`config.mk`:
```
export PLATFORM = sky130hd
export DESIGN_NAME = way_array
export DESIGN_NICKNAME = d
export VERILOG_FILES = /design/src/hdl/icache_geom_pkg.sv /design/src/hdl/way_array.sv
export SDC_FILE = /design/constraint.sdc
export NUM_CORES = 2
export LEC_CHECK = 0
export BUFFER_PORTS_ARGS = -buffer_cell sky130_fd_sc_hd__clkbuf_2
export CAP_MARGIN = 20
export CORE_ASPECT_RATIO = 0.8
export CORE_MARGIN = 4
export CORE_UTILIZATION = 61
export DETAILED_ROUTE_END_ITERATION = 7
export PLACE_DENSITY = 0.8
export RECOVER_POWER = 50
export SLEW_MARGIN = 5
export SYNTH_ARGS = -nofsm -noshare
export SYNTH_HDL_FRONTEND = slang
export SYNTH_SLANG_ARGS = --single-unit
export TNS_END_PERCENT = 10
```
`constraint.sdc`:
```
create_clock -name clk -period 6.7 [get_ports clk]
set_input_delay 0.335 -clock clk [delete_from_list [all_inputs] [get_ports clk]]
set_output_delay 0.335 -clock clk [all_outputs]
set_load 0.02 [all_outputs]
```
`src/hdl/icache_geom_pkg.sv`:
```
package icache_geom_pkg;

  // Cache organisation
  localparam int num_ways = 4;
  localparam int num_sets = 8;

  localparam int addr_bits = 32;
  localparam int word_bits = 32;
  localparam int line_bits = 256;

  // Byte address split: tag | index | offset
  localparam int offset_bits = 5;
  localparam int index_bits  = 3;
  localparam int tag_bits    = addr_bits - index_bits - offset_bits;

  localparam int index_lsb = offset_bits;
  localparam int tag_lsb   = offset_bits + index_bits;

  // Word within a line, bits [4:2] of the address
  localparam int word_sel_lsb  = 2;
  localparam int word_sel_bits = offset_bits - word_sel_lsb;

  typedef logic [addr_bits-1:0]  addr_t;
  typedef logic [word_bits-1:0]  word_t;
  typedef logic [line_bits-1:0]  line_t;
  typedef logic [tag_bits-1:0]   tag_t;
  typedef logic [index_bits-1:0] index_t;

  typedef logic [word_sel_bits-1:0] word_sel_t;

  // One bit per way, used for hit, valid and load vectors
  typedef logic [num_ways-1:0] way_vec_t;

endpackage : icache_geom_pkg

```
`src/hdl/way_array.sv`:
```
`timescale 1ns/10ps

module way_array #(
  parameter type payload_t = icache_geom_pkg::line_t
) (
  input  logic                    clk,
  input  logic                    rst,
  input  icache_geom_pkg::index_t read_index,
  input  icache_geom_pkg::index_t write_index,
  input  logic                    load,
  input  payload_t                datain,
  output payload_t                dataout
);

  payload_t mem [icache_geom_pkg::num_sets];

  // Read returns the old entry when the same set is written on that edge
  always_ff @(posedge clk)
  begin
    if (rst)
    begin
      for (int i = 0; i < icache_geom_pkg::num_sets; i++)
      begin
        mem[i] <= '0;
      end
      dataout <= '0;
    end
    else
    begin
      if (load)
      begin
        mem[write_index] <= datain;
      end
      dataout <= mem[read_index];
    end
  end

  load_known: assert property (@(posedge clk) disable iff (rst) !$isunknown(load))
    else $error("way_array load is unknown");

endmodule : way_array

```
==> Yosys cells after proc, flatten, opt, wreduce, memory -nomap -nowiden <==
Memory sizes are Yosys's and may differ from the RTL's. A register that Yosys moved wholly into a read port is not among the register bits.
Cells that the tools add are included.
{ "totals": {"reg_bits": 0, "ramBits": 2048, "input_bits": 265, "mem_count": 1} }
{ "mem_list": {"columns": ["memory", "depth", "width", "read_ports", "rd_clocked_by_memory_dff", "wr", "line", "source"], "rows": [
  ["mem", 8, 256, 1, 1, 8, "way_array.sv:15", "payload_t mem [icache_geom_pkg::num_sets];"]
]} }
{ "op_classes": {"muxes": 8, "reduce_logical": 1} }
{ "ops": {"columns": ["operator", "n"], "rows": [
  ["2-to-1 mux 256 bit", 1],
  ["OR reduction 256 bit", 1],
  ["2-to-1 mux 1 bit", 6],
  ["2-to-1 mux 3 bit", 1]
]} }

==> Logic depth before layout (Yosys ltp) <==
{ "depth": {"word_depth": 5, "depth_mapped": 6, "mapped_depth_nobuf": 3} }

==> Least setup slack after synthesis <==
OpenSTA, ideal clock, no wires.
{ "synth_timing": {"kind": "in2reg", "from": "in write_index[0]", "to": "mem mem[0][0] (netlist bit) (enable)", "setup_time_ns": 0.511, "t_arrival_ns": 4.235, "path_slack_ns": 1.954, "stages": 4, "cell_sequence": "or3b_4 nor3_4 buf_2 or2_2"} }
{ "synth_rtl": {"columns": ["item", "line", "source"], "rows": [
  ["start, declared", "way_array.sv:9", "input icache_geom_pkg::index_t write_index,"],
  ["end, declared", "way_array.sv:15", null]
]} }

==> reports/qor.csv <==
metric,value,unit
Placer Congestion,0.752,
# IOs,521,
post-route insts no fill,8788,
global route overflow,0,
post-synth net total,6058,
Synth Instances,5793,
"Slowest-stage cell, CP",nor2_1,
largest area contributor in the netlist,edfxtp_1,
Hold Crit Class,input pin to register,
Internal Power,24300,uW
CP Class,input pin to register,
Resized cells post-CTS,0,
largest net degree at the start of global routing,189,
VDD IR-drop max,314,uV
TNS Setup,0,ps
remaining antenna violation count,0,
number of global-route vias before repair,54500,
MaxCap Viol Count,12,
Wirelength per Cell,26.3,um
PwrDens,285,mW/mm2
Slowest Stage Delay on Critical Path,2420,ps
WL met1,89300,um
first-pass GRT wire length,347000,um
Core Area,0.157,mm2
"Clk pin slew, worst setup/hold paths",60,ps
total CTS buffers,212,
"flops & latches, synth",2304,
Initial DRC Count,5582,
Synth top area share,63.7,%
clock root buffer master,clkbuf_16,
initial core utilization,61.4,%
Area Growth Syn to Fin,14.0,%
Seq pwr share,53.7,%
Fin. Hold Viols,0,
clock sink total,2304,
Achievable Freq,209,MHz
sw frac,22.5,%
WL final,231000,um
Worst-Margin Slew,4130,ps
Clock Skew,42.7,ps
Final setup viols,0,
failing checks,"capacitance limit, slew limit",
vias per inst,5.94,
IO buf count,520,
fin nets,6716,
share of the clock period used by the worst path,71.4,%
CP Capture Type,register,
Placed Cells,8093,
Area contributors post-synth,"edfxtp_1, and2_1, mux4_2",
"Buf+Inv Stages, Crit Path",2,
"Clk Latency, worst-skew pair",860,ps
num rows,130,
Pre-antenna DRT Iters,5,
Startpoint Class,input pin,
fillers,10100,
area of the multi-input gates,0.0280,mm2
Logic pwr share,8.0,%
Psw,7060,uW
synthesized area,0.0965,mm2
post-synthesis cell type count,20,
number of remaining DRC errors,0,
clock group share of total power,38.3,%
met2 WL,117000,um
WL met3,17800,um
worst-path cell chain,buf_8 -> nand3b_1 -> nor2_1 -> or2_4 -> buf_4,
CTS tree,built,
gr usage total,28.3,%
highest routed layer,met5,
Vias,52200,
relative slew slack,-175,%
HPWL after DPL,114000,um
Die ar.,0.165,mm2
share of cells above drive strength 1,17.3,%
max-slew violation count,780,
Vert. Die Dim,364,um
Post-DP Area,0.101,mm2
Die W,453,um
unrepaired setup endpoints after global routing,false,
Reg area,0.0666,mm2
CP top delay family,simple AND/OR/NAND/NOR gates,
"Core Util, Final",70.0,%
outcome,"complete, but fails checks",
syn_area_per_cell,16.7,um2
"Design Area, Final",0.110,mm2
H-tree depth,4,
initial antenna violation count,37,
worst endpoint required time,7160,ps
crit path time final,4780,ps
post-synthesis sequential area ratio,69.0,%
crit path DAT,5240,ps
Pleak,0.0391,uW
Max clock buf depth,3,
"Max FO, Critical Path",124,
YS warnings,0,
worst reg2reg max path: stages (launching register included):
cell	delay, ps
edfxtp_1	360
mux4_2	480
mux2i_1	200
nor2_1	130
routing by layer:
layer	up-vias	global-route usage, %
li1	22600	-
met1	26900	38.5
met2	2312	47.8
met3	393	4.57
met4	16	8.77
met5	-	0
Yosys cell counts:
cell	number
and2_1	2048
edfxtp_1	2048
mux4_2	512
nor2_1	259
dfxtp_1	256
mux2i_1	256
clkbuf_1	194
buf_2	105
clkbuf_2	50
buf_4	44
or2_2	8
buf_1	3
nand2b_1	2
nor2_4	2
nand2_1	1
nand3b_1	1
nor2_2	1
nor3_2	1
nor3_4	1
or3b_4	1
power by group through the flow:
stage / Clock, uW / Sequential (uW) / Combinational [uW]
after floorplan: 0 / 17300 / 1300
after global placement: 0 / 17100 / 2350
after detailed placement: 0 / 17200 / 2380
after CTS: 12200 / 16900 / 2530
after global routing: 12800 / 16900 / 2670
final: 12000 / 16900 / 2510
state kept, by name (all words and copies together) (netlist names):
signal / flops
mem: 2048
dataout: 256
kinds of logic after synthesis:
group	share of synthesized area, %
flip-flops	69.0
multiplexers	14.6
AND/OR/NAND/NOR	14.4
buffers and inverters	1.91
layout make-up:
type / instances / area share [%]
clock buffer: 314 / 5.51
timing repair buffer: 840 / 5.17
multi-input combinational: 3093 / 25.5
sequential: 2304 / 60.6
tap: 2112 / 2.40
clock inverter: 90 / 0.808
antenna: 35 / 0.0796
through the flow:
stage | setup WS (ps) | hold WS (ps) | power (uW)
after floorplan | 1950 | 533 | 18600
after global placement | 2510 | 671 | 19400
after detailed placement | 2500 | 682 | 19500
after CTS | 3400 | 13.0 | 31600
after global routing | 1750 | 65.8 | 32400
final | 1920 | 74.8 | 31400
timing repair:
action | in CTS | in global routing
endpoints found under the hold margin | 2048 | 0
hold buffers | 256 | 0
buffers inserted | 0 | 0
path summary, 6_finish.rpt:
| kind | from | endpoint | slack, ps | depth (start not counted) |
|---|---|---|---|---|
| worst max register to register | mem[7][36] | dataout[36] | 5210 | 3 |
| worst max-delay path | rst | mem[3][156] | 1920 | 5 |
| worst min register to register | mem[5][238] | dataout[238] | 690 | 3 |
| worst min-delay path | rst | dataout[6] | 70 | 2 |
cells in the final DEF, fill, tap and decap left out, drive strengths merged:
cell / netlist / layout
nor3: 2 / 2
clkinvlp: 0 / 2
clkinv: 0 / 71
or3b: 1 / 1
nand2: 1 / 1
mux2i: 256 / 256
edfxtp: 2048 / 2048
inv: 0 / 6
nand3b: 1 / 1
clkbuf: 244 / 839
bufinv: 0 / 11
nand2b: 2 / 2
dlygate4sd3: 0 / 256
and2: 2048 / 2048
mux4: 512 / 512
nor2: 262 / 262
or2: 8 / 8
buf: 152 / 59
diode: 0 / 35
dfxtp: 256 / 256
Power figures use the tool's default switching activity.
