File: src/hdl/icache_geom_pkg.sv
package icache_geom_pkg;

  // Cache organisation
  localparam int num_ways = 4;
  localparam int num_sets = 8;

  localparam int addr_bits = 32;
  localparam int word_bits = 32;
  localparam int line_bits = 256;

  // Byte address split: tag | index | offset
  localparam int offset_bits = 5;
  localparam int index_bits  = 3;
  localparam int tag_bits    = addr_bits - index_bits - offset_bits;

  localparam int index_lsb = offset_bits;
  localparam int tag_lsb   = offset_bits + index_bits;

  // Word within a line, bits [4:2] of the address
  localparam int word_sel_lsb  = 2;
  localparam int word_sel_bits = offset_bits - word_sel_lsb;

  typedef logic [addr_bits-1:0]  addr_t;
  typedef logic [word_bits-1:0]  word_t;
  typedef logic [line_bits-1:0]  line_t;
  typedef logic [tag_bits-1:0]   tag_t;
  typedef logic [index_bits-1:0] index_t;

  typedef logic [word_sel_bits-1:0] word_sel_t;

  // One bit per way, used for hit, valid and load vectors
  typedef logic [num_ways-1:0] way_vec_t;

endpackage : icache_geom_pkg

File: src/hdl/icache_ctrl_pkg.sv
package icache_ctrl_pkg;

  // Address that reads the arrays in the next edge
  typedef enum logic [0:0]
  {
    curr_cpu_address = 1'b0,
    prev_cpu_address = 1'b1
  } addr_sel_t;

  // Tree pseudo-LRU state, one tree per set
  //   bit 2 picks a half, bit 1 covers ways 0/1, bit 0 covers ways 2/3
  typedef logic [2:0] lru_t;

  localparam int lru_root   = 2;
  localparam int lru_pair01 = 1;
  localparam int lru_pair23 = 0;

  typedef logic [1:0] way_idx_t;

  localparam way_idx_t way_0 = 2'd0;
  localparam way_idx_t way_1 = 2'd1;
  localparam way_idx_t way_2 = 2'd2;
  localparam way_idx_t way_3 = 2'd3;

  // Root value after a hit in the low half (ways 0/1) or high half (ways 2/3)
  localparam logic root_low_used  = 1'b0;
  localparam logic root_high_used = 1'b1;

  // Pair value after a hit in the even or odd way of that pair
  localparam logic pair_even_used = 1'b0;
  localparam logic pair_odd_used  = 1'b1;

  localparam lru_t lru_reset = 3'b000;

endpackage : icache_ctrl_pkg

File: src/hdl/icache_control.sv
`timescale 1ns/10ps

module icache_control (
  input  logic                       clk,
  input  logic                       rst,
  input  logic                       mem_read,
  input  logic                       hit,
  input  icache_geom_pkg::way_vec_t  way_hit,
  input  icache_geom_pkg::way_vec_t  valid_vec,
  input  icache_ctrl_pkg::lru_t      lru,
  input  logic                       pmem_resp,
  output logic                       mem_resp,
  output logic                       pmem_read,
  output icache_ctrl_pkg::addr_sel_t addr_sel,
  output icache_geom_pkg::way_vec_t  way_load,
  output logic                       lru_load,
  output icache_ctrl_pkg::lru_t      lru_datain
);

  typedef enum logic [1:0]
  {
    START,
    MISS,
    HIT
  } state_t;

  state_t state;
  state_t next_state;

  logic req_q;   // mem_read sampled with the address in the lookup stage
  logic filled;  // Line written and waiting for the replayed lookup

  icache_ctrl_pkg::way_idx_t fill_way;
  icache_ctrl_pkg::lru_t     lru_next;

  always_ff @(posedge clk)
  begin
    if (rst)
    begin
      state  <= START;
      req_q  <= 1'b0;
      filled <= 1'b0;
    end
    else
    begin
      state  <= next_state;
      req_q  <= mem_read;
      filled <= (state == MISS) && !hit && (filled || pmem_resp);
    end
  end

  // Lowest invalid way first, then the pseudo-LRU victim
  always_comb
  begin
    if (!valid_vec[0])
      fill_way = icache_ctrl_pkg::way_0;
    else if (!valid_vec[1])
      fill_way = icache_ctrl_pkg::way_1;
    else if (!valid_vec[2])
      fill_way = icache_ctrl_pkg::way_2;
    else if (!valid_vec[3])
      fill_way = icache_ctrl_pkg::way_3;
    else if (lru[icache_ctrl_pkg::lru_root] == icache_ctrl_pkg::root_low_used)
      fill_way = lru[icache_ctrl_pkg::lru_pair23] ? icache_ctrl_pkg::way_2
                                                  : icache_ctrl_pkg::way_3;
    else
      fill_way = lru[icache_ctrl_pkg::lru_pair01] ? icache_ctrl_pkg::way_0
                                                  : icache_ctrl_pkg::way_1;
  end

  // Point the tree away from the way just used
  always_comb
  begin
    lru_next = lru;
    if (way_hit[0] || way_hit[1])
    begin
      lru_next[icache_ctrl_pkg::lru_root]   = icache_ctrl_pkg::root_low_used;
      lru_next[icache_ctrl_pkg::lru_pair01] = way_hit[1] ? icache_ctrl_pkg::pair_odd_used
                                                         : icache_ctrl_pkg::pair_even_used;
    end
    else if (way_hit[2] || way_hit[3])
    begin
      lru_next[icache_ctrl_pkg::lru_root]   = icache_ctrl_pkg::root_high_used;
      lru_next[icache_ctrl_pkg::lru_pair23] = way_hit[3] ? icache_ctrl_pkg::pair_odd_used
                                                         : icache_ctrl_pkg::pair_even_used;
    end
  end

  always_comb
  begin
    next_state = state;
    mem_resp   = 1'b0;
    pmem_read  = 1'b0;
    addr_sel   = icache_ctrl_pkg::curr_cpu_address;
    way_load   = '0;

    case (state)
      START, HIT:
      begin
        if (req_q && hit)
        begin
          mem_resp   = 1'b1;
          next_state = HIT;
        end
        else if (req_q)
        begin
          addr_sel   = icache_ctrl_pkg::prev_cpu_address;  // Hold the missed address
          next_state = MISS;
        end
      end

      MISS:
      begin
        if (hit)
        begin
          mem_resp   = 1'b1;  // Replay hit takes the next address this cycle
          next_state = HIT;
        end
        else
        begin
          addr_sel  = icache_ctrl_pkg::prev_cpu_address;
          pmem_read = !filled;
          if (pmem_resp && !filled)
            way_load[fill_way] = 1'b1;
        end
      end

      default: next_state = START;
    endcase
  end

  // Every answer, replayed or not, marks its way as most recently used
  assign lru_load   = mem_resp;
  assign lru_datain = lru_next;

  // The replayed lookup hits exactly the way that was filled
  fill_one_way: assert property (@(posedge clk) disable iff (rst)
    $past(|way_load, 2) |-> way_hit == $past(way_load, 2))
    else $error("replayed lookup does not hit the single way just filled");

  pmem_read_held: assert property (@(posedge clk) disable iff (rst)
    pmem_read && !pmem_resp |=> pmem_read)
    else $error("pmem_read dropped before pmem_resp");

endmodule : icache_control

File: config.mk
export PLATFORM = sky130hd
export DESIGN_NAME = icache_control
export DESIGN_NICKNAME = d
export VERILOG_FILES = /design/src/hdl/icache_geom_pkg.sv /design/src/hdl/icache_ctrl_pkg.sv /design/src/hdl/icache_control.sv
export SDC_FILE = /design/constraint.sdc
export NUM_CORES = 1
export LEC_CHECK = 0
export ABC_AREA = 1
export CAP_MARGIN = 10
export CORE_AREA = 4 4 41 43
export DETAILED_ROUTE_END_ITERATION = 7
export DIE_AREA = 0 0 45 47
export DONT_BUFFER_PORTS = 1
export PLACE_DENSITY = 0.34
export SETUP_SLACK_MARGIN = 0.05
export SYNTH_ARGS = -nofsm -noshare
export SYNTH_HDL_FRONTEND = slang
export SYNTH_SLANG_ARGS = --single-unit
File: constraint.sdc
create_clock -name clk -period 2.62 [get_ports clk]
set_input_delay 0.524 -clock clk [delete_from_list [all_inputs] [get_ports clk]]
set_output_delay 0.524 -clock clk [all_outputs]
set_load 0.01 [all_outputs]
; Word-level counts from Yosys, hierarchy flattened
; Cells that the tools add are included.
[op_classes]
mux = 32
order_cmp = 2
reduce_logical = 13
eq_ne = 4
[op_table]
columns = operator, count
row1 = two-way mux 1 bit, 17
row2 = two-way mux 2 bit, 8
row3 = two-way mux 4 bit, 3
row4 = logical AND 1 bit, 5
row5 = case mux 1 bit (2 select lines), 2
row6 = case mux 2 bit (2 select lines), 1
row7 = logical OR 1 bit, 3
row8 = "< comparator 2 x 3 -> 1 bit, second input constant", 1
row9 = "inequality test 3 bit, second input constant", 1
row10 = demux 1 bit (select 2 bit), 1
row11 = "equality test 2 x 1 -> 1 bit, second input constant", 1
row12 = "equality test 2 bit, second input constant", 1
row13 = "greater-or-equal comparator 2 x 1 -> 1 bit, second input constant", 1
row14 = zero test 1 bit, 2
row15 = zero test 2 bit, 1
row16 = "inequality test 2 bit, second input constant", 1
row17 = AND reduction 2 bit, 1
row18 = OR reduction 2 bit, 1
[word_totals]
ff_bits = 4
input_bits = 16
out_inout_bits = 11

; Longest topological paths before layout
[logic_depth]
word_depth = 13
ltp_mapped = 7
mapped_depth_nobuf = 7

; Worst setup path before layout
; Ideal clock, no wire load.
[synth_timing]
path_type = input-to-output
from = in hit
to = out way_load[0]
required_time_ns = 2.096
arrival_time_ns = 1.171
cell_stages = 4
slack_ns = 0.925
path_buffers = 0
path_cell_list = or2_1 -> nor3_2 -> nand2_1 -> a21oi_1
[synth_between]
elab_chain_len = 2
[synth_rtl]
columns = element, line
row1 = start: declaration, icache_control.sv:7  ; input logic hit,
row2 = two-way mux 4 bit, icache_control.sv:114  ; if (hit)
row3 = two-way mux 4 bit, icache_control.sv:97  ; case (state)
row4 = end: declaration, icache_control.sv:15  ; output icache_geom_pkg::way_vec_t way_load,
; No other way between the ends.

; Worst setup path in the final report
; Ends and elaborated chain as after synthesis.

==> out/results.md <==
| Parameter | This run |
|---|---|
| Initial Util | 21.9% |
| First-pass GRT wire length | 1010 um |
| RR Endpoint | state[1] |
| Number of fill cells | 159 |
| Worst Setup SP | hit |
| Stages on worst setup path | 4 |
| Number of buffer cells added on primary ports | 0 |
| Minimum setup slack among reg-to-reg paths | 1.79 ns |
| Run status | finished clean |
| Routed Wire Length | 669 um |
| Hold WC Path Type | input port to register |
| Antenna violations before repair | 0 |
| DR DRC count | 0 |
| Smallest hold slack | 0.361 ns |
| Unrepaired setup endpoints after global routing | false |
| Fraction of layout instances using a drive strength above 1 | 7.84% |
| CP bufs+invs | 0 |
| Highest attainable clock frequency | 568 MHz |
| Sequential area share after synthesis | 28.1% |
| Cell at the slowest stage of the critical path | sky130_fd_sc_hd__a21oi_1 |
| Die Span X | 45 um |
| Drt first pass iters | 2 |
| Remaining max-slew budget at the tightest pin | 80.1% |
| Number of hold-repair buffers added at the cts stage | 0 |
| Routed via count | 296 |
| Largest net degree at the start of global routing | 6 |
| Post-CTS Resized | 0 |
| Height of the chip | 47 um |
| Total count of max-transition violations in the final report | 0 |
| Critical Path End Type | primary output |
| Number of setup violations in the final report | 0 |
| CTS root buffer | sky130_fd_sc_hd__clkbuf_4 |
| Leakage dissipation | 0.000156 uW |
| Synthesized Nets | 65 |
| Bufs on Longest Clock Path | 2 |
| Biggest fanout along the worst timing path | 5 |
| Share of the clock period used by the worst path after layout | 67.1% |
| Number of flip-flops and latches in the synthesized netlist | 4 |
| Finished layout cell area | 319 um2 |
| Floorplan core area | 1300 um2 |
| Worst VDD drop | 0.000148 V |
| Global placer's final weighted congestion | 0.611 |
| Half-perimeter wire length after detailed placement | 605 um |
| Routed length per placed instance | 10.1 um |
| Count of unique library cells instantiated by Yosys | 16 |
| Post-CTS Setup Inserts | 0 |
| Fin Setup TNS | 0 ns |
| Standard cell area after detailed placement | 297 um2 |
| Clock insertion delay at the later pin of the skew report | 0.23 ns |
| Mean Syn Cell Area | 5.82 um2 |
| Worst-path cell chain | or2_1 -> nor3_2 -> nand2_1 -> a21oi_1 |
| Endpoint arrival time on the critical path | 1.24 ns |
| TritonCTS sink count | 4 |
| Number of global-route vias before repair | 277 |
| Cts bufs inserted | 3 |
| Congestion Overflow GR | 0 |
| Clock tree from TritonCTS | yes |
| Clk pin slew, worst setup/hold paths | 0.04 ns |
| Depth of the most critical reg-to-reg path | 4 |
| Min Tclk post-route | 1.76 ns |
| Die footprint | 2120 um2 |
| Critical Setup Path Class | input port to primary output |
| DRT iter0 DRCs | 1 |
| Number of failing hold endpoints at the final stage | 0 |
| Capturing element of the worst setup path | way_load[0] |
| Antenna-violating nets left | 0 |
| Cell Area, Synth | 285 um2 |
| Routed vias/inst | 4.48 |
| Final Total Pwr | 161 uW |
| Crit Reg-Reg Startpoint | state[0] |
| Num ports | 27 |
| Largest stage delay on the critical path | 0.24 ns |
| Yosys synthesis warning count | 0 |
| Power density cells | 505 nW/um2 |
| Worst clock skew | 0.00217 ns |
| Startpoint kind of the worst setup timing path | input port |
| Total GRT Usage | 7.04% |
| Antenna diodes | 0 |
| Required time of the critical path | 2.10 ns |
| Max capacitance violation total | 0 |
| Least-Margin Pin Slew | 0.298 ns |
| Area growth from synthesis to layout | 11.8% |
| Final Net Count | 69 |
| Largest delay contributor family on the critical path | simple AND/OR/NAND/NOR gates |
| Number of levels the H-tree was split into | 1 |
| Row count | 13 |
| Instance count of the mapped netlist | 49 |
==> metrics by stage <==
step	util, %	std cells	setup WS (ns)
after CTS	24.5	66	0.853
after detailed placement	22.8	63	0.861
after global placement	22.8	63	0.865
final	24.5	66	0.861
after global routing	24.5	66	0.765
after floorplan	-	49	0.925
==> layer usage <==
layer | GRT usage, % | vias to the layer above | part of all wire (%)
met5 | 0 | - | 0
met4 | 7.02 | 0 | 0
met2 | 10.5 | 18 | 47
met1 | 7.52 | 121 | 38
li1 | - | 157 | -
met3 | 2.68 | 0 | 15
==> where the power goes <==
part | internal [uW] | total (uW) | switching, uW | leakage (uW)
logic | 7.92 | 23.1 | 15.2 | 0.000110
clock network | 51.0 | 72.9 | 21.9 | 0.0000138
registers | 63.7 | 65.0 | 1.27 | 0.0000327
total | 123 | 161 | 38.4 | 0.000156
==> cells in the final DEF (no fill, tap or decap) <==
cell	instances
sky130_fd_sc_hd__nand2_1	10
sky130_fd_sc_hd__a21oi_1	4
sky130_fd_sc_hd__o21bai_1	1
sky130_fd_sc_hd__nor4_1	1
sky130_fd_sc_hd__nor3_2	1
sky130_fd_sc_hd__dfxtp_1	4
sky130_fd_sc_hd__clkinv_1	1
sky130_fd_sc_hd__nand3_1	3
sky130_fd_sc_hd__nor3_1	1
sky130_fd_sc_hd__clkbuf_4	3
sky130_fd_sc_hd__or2_1	2
sky130_fd_sc_hd__o21ai_0	1
sky130_fd_sc_hd__a31oi_1	1
sky130_fd_sc_hd__nor2_1	7
sky130_fd_sc_hd__o21ai_1	1
sky130_fd_sc_hd__inv_1	10
==> state kept, by name, indices dropped and copies added (netlist names) <==
| name | cells |
|---|---|
| filled | 1 |
| req_q | 1 |
| state | 2 |
==> cells in the mapped netlist <==
cell type / n / share of area, %
sky130_fd_sc_hd__inv_1: 10 / 13
sky130_fd_sc_hd__nand2_1: 10 / 13
sky130_fd_sc_hd__nor2_1: 7 / 9.2
sky130_fd_sc_hd__a21oi_1: 4 / 7.0
sky130_fd_sc_hd__dfxtp_1: 4 / 28
sky130_fd_sc_hd__nand3_1: 3 / 5.3
sky130_fd_sc_hd__or2_1: 2 / 4.4
sky130_fd_sc_hd__a31oi_1: 1 / 2.2
sky130_fd_sc_hd__buf_4: 1 / 2.6
sky130_fd_sc_hd__clkinv_1: 1 / 1.3
sky130_fd_sc_hd__nor3_1: 1 / 1.8
sky130_fd_sc_hd__nor3_2: 1 / 3.5
sky130_fd_sc_hd__nor4_1: 1 / 2.2
sky130_fd_sc_hd__o21ai_0: 1 / 1.8
sky130_fd_sc_hd__o21ai_1: 1 / 1.8
sky130_fd_sc_hd__o21bai_1: 1 / 2.6
==> how the worst min path moves through the flow <==
| stage | slack [ns] | endpoint | start | cells after the start |
|---|---|---|---|---|
| 2_1_floorplan | 0.45 | state[1] | state[1] | 2 |
| 3_3_place_gp | 0.48 | state[1] | state[1] | 2 |
| 3_5_place_dp | 0.48 | state[1] | state[1] | 2 |
| 4_1_cts | 0.35 | req_q | rst | 1 |
| 5_1_grt | 0.35 | req_q | rst | 1 |
| 6_report | 0.36 | req_q | rst | 1 |
==> cell type report <==
class,instances,area (um2),area share [%]
multi-input combinational,33,156,49.0
tap,15,18.8,5.88
clock buffer,3,22.5,7.06
sequential,4,80.1,25.1
inverter,11,41.3,12.9
==> kinds of logic (layout without fill, tap and decap cells) <==
group / after synthesis / in the layout / share of synthesized area, %
buffers and inverters: 12 / 14 / 17.1
and+or+nand+nor: 25 / 25 / 39.5
DFF: 4 / 4 / 28.1
AOI/OAI and AO/OA: 8 / 8 / 15.4
Power figures use the tool's default switching activity.
