`src/hdl/icache_geom_pkg.sv`:
```
package icache_geom_pkg;

  // Cache organisation
  localparam int num_ways = 4;
  localparam int num_sets = 8;

  localparam int addr_bits = 32;
  localparam int word_bits = 32;
  localparam int line_bits = 256;

  // Byte address split: tag | index | offset
  localparam int offset_bits = 5;
  localparam int index_bits  = 3;
  localparam int tag_bits    = addr_bits - index_bits - offset_bits;

  localparam int index_lsb = offset_bits;
  localparam int tag_lsb   = offset_bits + index_bits;

  // Word within a line, bits [4:2] of the address
  localparam int word_sel_lsb  = 2;
  localparam int word_sel_bits = offset_bits - word_sel_lsb;

  typedef logic [addr_bits-1:0]  addr_t;
  typedef logic [word_bits-1:0]  word_t;
  typedef logic [line_bits-1:0]  line_t;
  typedef logic [tag_bits-1:0]   tag_t;
  typedef logic [index_bits-1:0] index_t;

  typedef logic [word_sel_bits-1:0] word_sel_t;

  // One bit per way, used for hit, valid and load vectors
  typedef logic [num_ways-1:0] way_vec_t;

endpackage : icache_geom_pkg

```
`src/hdl/icache_output.sv`:
```
`timescale 1ns/10ps

module icache_output (
  input  icache_geom_pkg::line_t     lines [icache_geom_pkg::num_ways],
  input  icache_geom_pkg::way_vec_t  way_hit,
  input  icache_geom_pkg::word_sel_t offset,
  output icache_geom_pkg::word_t     mem_rdata
);

  icache_geom_pkg::line_t hit_line;

  // AND-OR mux, way_hit is at most one-hot
  always_comb
  begin
    hit_line = '0;
    for (int i = 0; i < icache_geom_pkg::num_ways; i++)
    begin
      hit_line = hit_line | (lines[i] & {icache_geom_pkg::line_bits{way_hit[i]}});
    end
  end

  assign mem_rdata = hit_line[offset * icache_geom_pkg::word_bits +: icache_geom_pkg::word_bits];

endmodule : icache_output

```
`config.mk`:
```
export PLATFORM = sky130hd
export DESIGN_NAME = icache_output
export DESIGN_NICKNAME = d
export VERILOG_FILES = /design/src/hdl/icache_geom_pkg.sv /design/src/hdl/icache_output.sv
export SDC_FILE = /design/constraint.sdc
export NUM_CORES = 1
export LEC_CHECK = 0
export BUFFER_PORTS_ARGS = -buffer_cell sky130_fd_sc_hd__buf_4
export CORE_AREA = 2 2 414 416
export DETAILED_ROUTE_END_ITERATION = 7
export DIE_AREA = 0 0 416 418
export REMOVE_ABC_BUFFERS = 1
export SLEW_MARGIN = 20
export SYNTH_ARGS = -nofsm -noshare
export SYNTH_HDL_FRONTEND = slang
export SYNTH_SLANG_ARGS = --single-unit
```
`constraint.sdc`:
```
create_clock -name vclk -period 2.5
set_clock_uncertainty 0.1 [all_clocks]
set_input_delay 0.5 -clock vclk [all_inputs]
set_output_delay 0.5 -clock vclk [all_outputs]
set_load 0.005 [all_outputs]
```
======== Yosys cells after proc, flatten, opt, wreduce, memory -nomap -nowiden ========
Index checks and enable logic that the tools add are counted.
operators by class
  order comparisons ....................... 0
  shift operators ......................... 1
  equal/unequal tests ..................... 0
  bitwise operators ....................... 7
  reductions and logical operators ........ 0
  multipliers ............................. 0
  add/sub/neg operators ................... 0
  muxes and demuxes ....................... 0
  divide/modulo/power cells ............... 0
operators by type and width
  operator                                                  count
  256-bit AND                                               4
  256-bit bitwise OR                                        3
  256-bit by 9-bit variable part select with 32-bit output  1
storage, ports and cells
  RAM bits ................................ 0
  bits in latches ......................... 0
  register bits ........................... 0
  word-level logic and storage cells ...... 8
  memories ................................ 0
  ROM bits ................................ 0
  output and inout port bits .............. 32
  bits of input ports ..................... 1031

======== Logic depth before layout (Yosys ltp) ========
Gate-level depths: netlist of the first run.
  word-level depth ........................ 5
  mapped depth ............................ 6

======== Worst setup path before layout of the first run ========
Ideal clock, no wire load.
  path kind ............................... input port to output port
  from .................................... input port way_hit[1]
  to ...................................... output port mem_rdata[16]
  path buffers ............................ 2
  stages on the path ...................... 6
  data required time ...................... 1.900 ns
  setup slack ............................. 0.060 ns
  data arrival time ....................... 1.840 ns
  cells stage by stage .................... buf_2 buf_2 a22o_1 a221oi_1 o22ai_1 or4_1
on the way
  word-level cells in the longest chain between the ends .. 5
ends and longest elaborated chain
  item                                                      RTL line             source
  start: declaration                                        icache_output.sv:5   input icache_geom_pkg::way_vec_t way_hit,
  256-bit AND                                               icache_output.sv:18  hit_line = hit_line | (lines[i] & {icache_geom_pkg::line_bits{way_hit[i]}});
  256-bit bitwise OR (3 in a row)                           icache_output.sv:18
  256-bit by 9-bit variable part select with 32-bit output  icache_output.sv:22  assign mem_rdata = hit_line[offset * icache_geom_pkg::word_bits +: icache_geom_pkg::word_bits];
  end: declaration                                          icache_output.sv:7   output icache_geom_pkg::word_t mem_rdata
No other way between the ends.

======== Worst setup path in the final report of the first run ========
  from .................................... input port way_hit[1]
  to ...................................... output port mem_rdata[13]
Same word-level chain as after synthesis.

==> run_results.csv, run 1 <==
group,metric,value,unit
routing,avgRoutedWirePerCell,45.1,um
place,gp_congestion,1.18,
synth,synthTopCellsByArea,"a221oi_1 (36%), a22o_1 (36%), o22ai_1 (13%)",
routing,wl,197000,um
floorplanning,core,169000,sq um
layout,synthToLayoutAreaGrowth,269,%
layout,clkbuf_count,0,
synth,yosysSeqAreaShare,0,
status,violations,"design-rule violations, negative setup slack",
synth,synth_area_per_cell,7.52,sq um
layout,final_layout_size_suffix_gt1_frac,0.797,
worst_hold_path,min_delay_path_depth,5,
timing,fmax,329,MHz
floorplanning,start_util,0.0365,
setup_path,crit_family,"buffers and inverters",
timing,setup_slack,-0.537,ns
setup_path,cp_slowest_stage_delay,0.51,ns
grt,grt_pass1_wl,228000,um
layout,layout.nets,3056,
timing,setup_viol,32,
timing,max_slew_margin,0.703,
setup_path,crit_chain,"buf_16, buf_12, buf_8, buf_12, a22o_1, a221oi_2, o22ai_1, or4_4, buf_6",
setup_path,critPathMostFrequentCell,"buf_12",
setup_path,arrival,2.44,ns
floorplanning,io_pins,1063,
floorplanning,fp.dieW,416,um
setup_path,crit_buf_inv,5,
routing,drtAntennaViolNets,0,
grt,grt_pass1_vias,16200,
grt,track_usage,0.210,
routing,viasPerCell,4.18,
grt,antenna_found_initial,354,
timing,whs,1.36,ns
place,dp_hpwl,171000,um
worst_hold_path,hp-start,"lines[182]",
timing,rsz0062_at_grt,"yes",
setup_path,crit_type,"in -> out",
setup_path,critPathLaunchType,"input port",
floorplanning,die-area,174000,sq um
setup_path,crit_path_end_kind,"output pin",
power_and_ir_drop,irDropWorstVdd,0.0000759,V
layout,seq_cell_count,0,
synth,synth_top_cell_area_share,0.364,
setup_path,cp.required,1.90,ns
status,status,"finished, violations left",
timing,fin_crit_sh,1.21,
routing,drcViolationCount,16,
grt,overflow,0,
timing,drv_slew,0,
synth,yosys.area.top_type,"a221oi_1",
floorplanning,rows,151,
setup_path,cp_max_fo,8,
timing,worst_slew_pin_slew,0.445,ns
layout,fillers,19200,
synth,synth_cell_types,14,
floorplanning,fp.dieH,418,um
synth,syn_inst,820,
timing,period_needed,3.04,ns
layout,ff_latch_area,0,sq um
place,io_buffers,1063,
synth,yosysWarnings,0,
worst_hold_path,whs_endpoint,"mem_rdata[22]",
flow_run,cap_violations,0,
worst_hold_path,hp-class,"in -> out",
synth,synth_area,6170,sq um
grt,grt_max_degree,42,
layout,finalNonFillerCells,4373,
routing,drt_iter0_drc,2507,
power_and_ir_drop,power_density,200,nW/um^2
setup_path,slowest_stage,"or4_4",
timing,hold_viol,0,
routing,drt_first_pass_iters,8,
power_and_ir_drop,p_leak,0.00963,uW
routing,vias,18300,
place,placed_cells,4152,
==> area by class of cell <==
| class | instances | area, sq um | area share |
|---|---|---|---|
| multi-input cells | 681 | 7540 | 0.332 |
| diodes | 132 | 330 | 0.0145 |
| repair buffers | 1342 | 12100 | 0.531 |
| well taps | 2218 | 2780 | 0.122 |
==> power breakdown <==
group	switching [uW]	total, uW	internal (uW)
logic	2000	4540	2540
registers	0	0	0
clock network	0	0.00721	0.00721
==> placed cells by master (no fill, tap or decap), drive strengths merged <==
cell type and n:
o22ai 128, nor2 1, bufbuf 3, diode 132, or4 32, a221oi 256, a22o 256, nand3 1
or3 1, buf 1331, nand2 1, clkbuf 8, nand3b 3, or3b 2
==> per-stage QoR <==
stage	power, uW	cell area, sq um	utilization	TNS, ns	worst slack [ns]
floorplan	750	5580	-	0	0.0749
global placement	3380	18400	0.109	-17.90	-1.62
detailed placement	3430	18400	0.109	-18.23	-1.58
CTS	4180	21200	0.126	-12.95	-0.549
global route	4650	22600	0.134	-14.48	-0.604
finish	4540	22700	0.134	-13.52	-0.537
==> synthesized netlist by cell type, drive strengths merged <==
cell      n
or3b      2
or4      32
nor2      1
nand3b    3
buf      54
or3       1
nand2     1
a22o    256
clkbuf   85
a221oi  256
o22ai   128
nand3     1
==> metal layers <==
metal	global-route usage	vias up	wire length, um
met5	0.0114	-	1970
met4	0.135	216	16200
met3	0.159	933	33700
met2	0.330	2121	87000
met1	0.190	8427	58100
li1	-	6584	-
==> logic make-up after synthesis <==
family | after synthesis | share of synthesized area
AOI/OAI and AO/OA | 640 | 0.857
buffers and inverters | 139 | 0.0944
and+or+nand+nor | 41 | 0.0485
==> worst max path at each step <==
| stage | startpoint | end | depth (start not counted) |
|---|---|---|---|
| after floorplan | offset[1] | mem_rdata[31] | 3 |
| after global placement | way_hit[1] | mem_rdata[30] | 8 |
| after detailed placement | way_hit[1] | mem_rdata[30] | 8 |
| after CTS | way_hit[1] | mem_rdata[30] | 8 |
| after global routing | way_hit[3] | mem_rdata[28] | 9 |
| final | way_hit[1] | mem_rdata[13] | 9 |
==> timing repair <==
| action | 4_1_cts | 5_1_grt |
|---|---|---|
| buffers inserted | 45 | 28 |
| cloned | 18 | 11 |
| resized for setup | 366 | 143 |
| pin swaps | 98 | 105 |
| setup endpoints to repair | 32 | 32 |
| hold buffers | 0 | 0 |
No activity file was read; power rests on OpenSTA's default activity.
==> inputs of run 2 (changes only) <==
- MAX_ROUTING_LAYER: default -> met4
==> run_results.csv, run 2 (synthesis results as in run 1) <==
group,metric,value,unit
grt,grt_pass1_wl,230000,um
layout,layout_common_cells,"buf_4 (1155), a22o_1 (238), a221oi_2 (189), o22ai_1 (111), buf_12 (72)",
routing,wl,196000,um
power_and_ir_drop,power_density,198,nW/um^2
routing,vias,17800,
grt,grt_max_degree,42,
status,status,"finished, violations left",
grt,antenna_found_initial,344,
timing,max_slew_margin,0.715,
timing,worst_slew_pin_slew,0.428,ns
place,dp_hpwl,171000,um
timing,setup_tns,-12.56,ns
layout,layout.nets,3049,
routing,drcViolationCount,2,
timing,fmax,327,MHz
timing,setup_slack,-0.557,ns
power_and_ir_drop,switching_share,0.441,
timing,drv_slew,0,
layout,final_layout_size_suffix_gt1_frac,0.795,
floorplanning,core,169000,sq um
floorplanning,fp.dieH,418,um
routing,wl_met2,88000,um
grt,overflow,0,
power_and_ir_drop,clockPowerShare,0,
routing,top_layer_used,"met4",
timing,hold_viol,0,
power_and_ir_drop,seq_power_share,0,
power_and_ir_drop,irDropWorstVdd,0.0000956,V
setup_path,crit_type,"in -> out",
setup_path,cp_max_fo,7,
layout,ff_latch_area,0,sq um
setup_path,crit_path_end_kind,"output pin",
timing,period_needed,3.06,ns
worst_hold_path,hp-class,"in -> out",
grt,grt_pass1_vias,16400,
timing,setup_viol,32,
timing,rsz0062_at_grt,"yes",
setup_path,cp.required,1.90,ns
routing,viasPerCell,3.97,
layout,layout_commonest_cell,"buf_4",
routing,drtAntennaViolNets,0,
routing,drt_iter0_drc,2421,
power_and_ir_drop,power_frac_comb,1.000,
floorplanning,rows,151,
routing,avgRoutedWirePerCell,43.9,um
timing,fin_crit_sh,1.22,
setup_path,crit_chain,"buf_16, buf_12, buf_8, buf_12, buf_8, a22o_1, a221oi_2, o22ai_1, or4_1, buf_6",
floorplanning,fp.dieW,416,um
power_and_ir_drop,p_int,2520,uW
floorplanning,die-area,174000,sq um
flow_run,cap_violations,0,
layout,clkbuf_count,0,
routing,drt_first_pass_iters,8,
layout,postLayoutCoreUtil,0.135,
power_and_ir_drop,p_leak,0.00956,uW
setup_path,critPathLaunchType,"input port",
setup_path,arrival,2.46,ns
status,violations,"design-rule violations, negative setup slack",
routing,wl_met3,33600,um
worst_hold_path,min_delay_path_depth,5,
grt,track_usage,0.218,
routing,met1_length,59900,um
setup_path,cp_slowest_stage_delay,0.43,ns
layout,synthToLayoutAreaGrowth,270,%
setup_path,slowest_stage,"or4_1",
floorplanning,start_util,0.0365,
power_and_ir_drop,p_switching,1980,uW
place,io_buffers,1063,
layout,seq_cell_count,0,
place,gp_congestion,1.21,
layout,fillers,19100,
floorplanning,io_pins,1063,
[run 2: stage by stage]
step           setup slack, ns  instance area, sq um  hold WS (ns)  total power (uW)  std cells
6_report                -0.557                 22800          1.36              4500       4473
3_5_place_dp             -1.57                 18400          1.37              3430       4152
5_1_grt                 -0.525                 22700          1.38              4610       4457
4_1_cts                 -0.548                 21500          1.34              4230       4216
2_1_floorplan           0.0749                  5580          1.15               750        681
3_3_place_gp             -1.62                 18400          1.36              3380       4152
[run 2: worst paths after layout]
check | from | end | slack [ns]
min | lines[437] | mem_rdata[21] | 1.36
max | way_hit[1] | mem_rdata[13] | -0.56
[run 2: area by class of cell]
type	count	area (sq um)	area share
Timing Repair Buffer	1335	12000	0.527
Tap cell	2218	2780	0.122
Antenna cell	239	598	0.0262
Multi-Input combinational cell	681	7410	0.325
[run 2: critical path, delay by kind of cell]
kind                   cells  cell delay [ns]
buffers and inverters      6             0.83
AO/OA/AOI/OAI              3             0.65
AND/OR/NAND/NOR            1             0.43
[run 2: timing repair]
| action | in CTS | in global routing |
|---|---|---|
| setup endpoints to repair | 32 | 32 |
| pin swaps | 103 | 63 |
| setup buffers | 44 | 21 |
| resized for setup | 395 | 108 |
| hold buffers | 0 | 0 |
| cloned | 24 | 4 |
[run 2: power by group through the flow]
stage,logic (uW),registers (uW),clock network (uW)
finish,4500,0,0.0130
global route,4610,0,0.0120
CTS,4230,0,0
detailed placement,3430,0,0
global placement,3380,0,0
floorplan,750,0,0
[run 2: routing by layer]
metal	up-vias	global-route usage
met5	-	-
met1	8372	0.194
li1	6746	-
met4	0	0.139
met3	652	0.155
met2	1993	0.333
==> inputs of run 3 (changes only) <==
- ABC_CLOCK_PERIOD_IN_PS: default -> 3450
- clock period: 2.5 -> 3.45 ns (I/O delays scaled with it)
==> run_results.csv, run 3 (synthesis results as in run 1) <==
group,metric,value,unit
timing,fin_crit_sh,1.02,
power_and_ir_drop,power_density,134,nW/um^2
timing,max_slew_margin,0.646,
layout,ff_latch_area,0,sq um
routing,wl,184000,um
timing,fmax,285,MHz
floorplanning,start_util,0.0365,
grt,met1_usage,0.180,
timing,period_needed,3.51,ns
grt,antenna_found_initial,359,
floorplanning,core,169000,sq um
grt,grt_max_degree,43,
grt,gr-max-usage-layer,"met2",
routing,viasPerCell,3.83,
setup_path,crit_chain,"buf_8, buf_12, buf_4, a22o_1, a221oi_1, o22ai_1, or4_1, buf_4",
grt,grt_pass1_wl,216000,um
setup_path,critPathLaunchType,"input port",
status,status,"finished, violations left",
setup_path,slowest_stage,"or4_1",
power_and_ir_drop,power,2540,uW
timing,setup_viol,3,
setup_path,arrival,2.72,ns
power_and_ir_drop,irDropWorstVdd,0.0000464,V
layout,final_layout_size_suffix_gt1_frac,0.669,
grt,met2_usage,0.312,
grt,grt_pass1_vias,15200,
floorplanning,fp.dieW,416,um
grt,use_met3,0.159,
routing,drt_first_pass_iters,6,
setup_path,cp.required,2.66,ns
routing,drtAntennaViolNets,0,
grt,overflow,0,
setup_path,crit_path_end_kind,"output pin",
layout,fin_area,19000,sq um
layout,layout.nets,2936,
setup_path,cp_max_fo,13,
setup_path,crit_type,"in -> out",
floorplanning,io_pins,1063,
setup_path,crit_start,"way_hit[2]",
layout,clkbuf_count,0,
timing,hold_viol,0,
layout,seq_cell_count,0,
layout,layout_common_cells,"buf_4 (1180), a22o_1 (254), a221oi_1 (220), o22ai_1 (121), buf_12 (35)",
timing,whs,1.76,ns
place,dp_hpwl,169000,um
floorplanning,rows,151,
power_and_ir_drop,p_leak,0.00803,uW
timing,drv_slew,0,
worst_hold_path,hp-start,"lines[109]",
routing,drcViolationCount,0,
floorplanning,fp.dieH,418,um
timing,setup_tns,-0.107,ns
setup_path,critPathMostFrequentCell,"buf_4",
floorplanning,die-area,174000,sq um
timing,worst_slew_pin_slew,0.531,ns
routing,avgRoutedWirePerCell,42.3,um
worst_hold_path,hp-class,"in -> out",
place,io_buffers,1063,
layout,synthToLayoutAreaGrowth,208,%
clock_network,hold_buffers,0,
routing,drt_iter0_drc,2595,
layout,layout_commonest_cell,"buf_4",
routing,vias,16700,
place,placed_area,18000,sq um
timing,rsz0062_at_grt,"yes",
status,violations,"negative setup slack",
setup_path,cp_slowest_stage_delay,0.52,ns
grt,track_usage,0.205,
flow_run,cap_violations,0,
place,gp_congestion,1.19,
timing,setup_slack,-0.0580,ns
## run 3: power by group
group          switching, uW  total (uW)  internal, uW
sequential                 0           0             0
clock                      0     0.00941       0.00941
combinational           1150        2540          1400
## run 3: final timing paths
check	slack (ns)	depth (start not counted)	end
hold / removal	1.76	5	mem_rdata[13]
setup / recovery	-0.06	8	mem_rdata[31]
## run 3: what timing repair did
item | in CTS | in global routing
buffers inserted | 3 | 0
pin swaps | 2 | 1
gates cloned | 1 | 0
gates resized for setup | 22 | 34
endpoints found under the setup margin | 9 | 17
## run 3: final cells by class
cell class / instances / area, sq um
Timing Repair Buffer: 1222 / 9690
Tap cell: 2218 / 2780
Fill cell: 19500 / 150000
Multi-Input combinational cell: 681 / 5940
Antenna cell: 237 / 593
## run 3: layer usage
metal	part of all wire	wire, um
met1	0.31	56900
met2	0.45	82400
met3	0.18	32700
met4	0.067	12300
met5	0	0
## run 3: critical path, delay by kind of cell
family | cells | cell delay, ns
simple gates | 1 | 0.52
buf+inv | 4 | 0.68
compound gates | 3 | 0.79
## run 3: metrics by stage
step,std cells,utilization,setup slack [ns]
6_report,4358,0.112,-0.0580
5_1_grt,4347,0.112,-0.0275
4_1_cts,4121,0.108,-0.0000830
3_5_place_dp,4117,0.106,-0.437
3_3_place_gp,4117,0.106,-0.439
2_1_floorplan,681,-,0.645
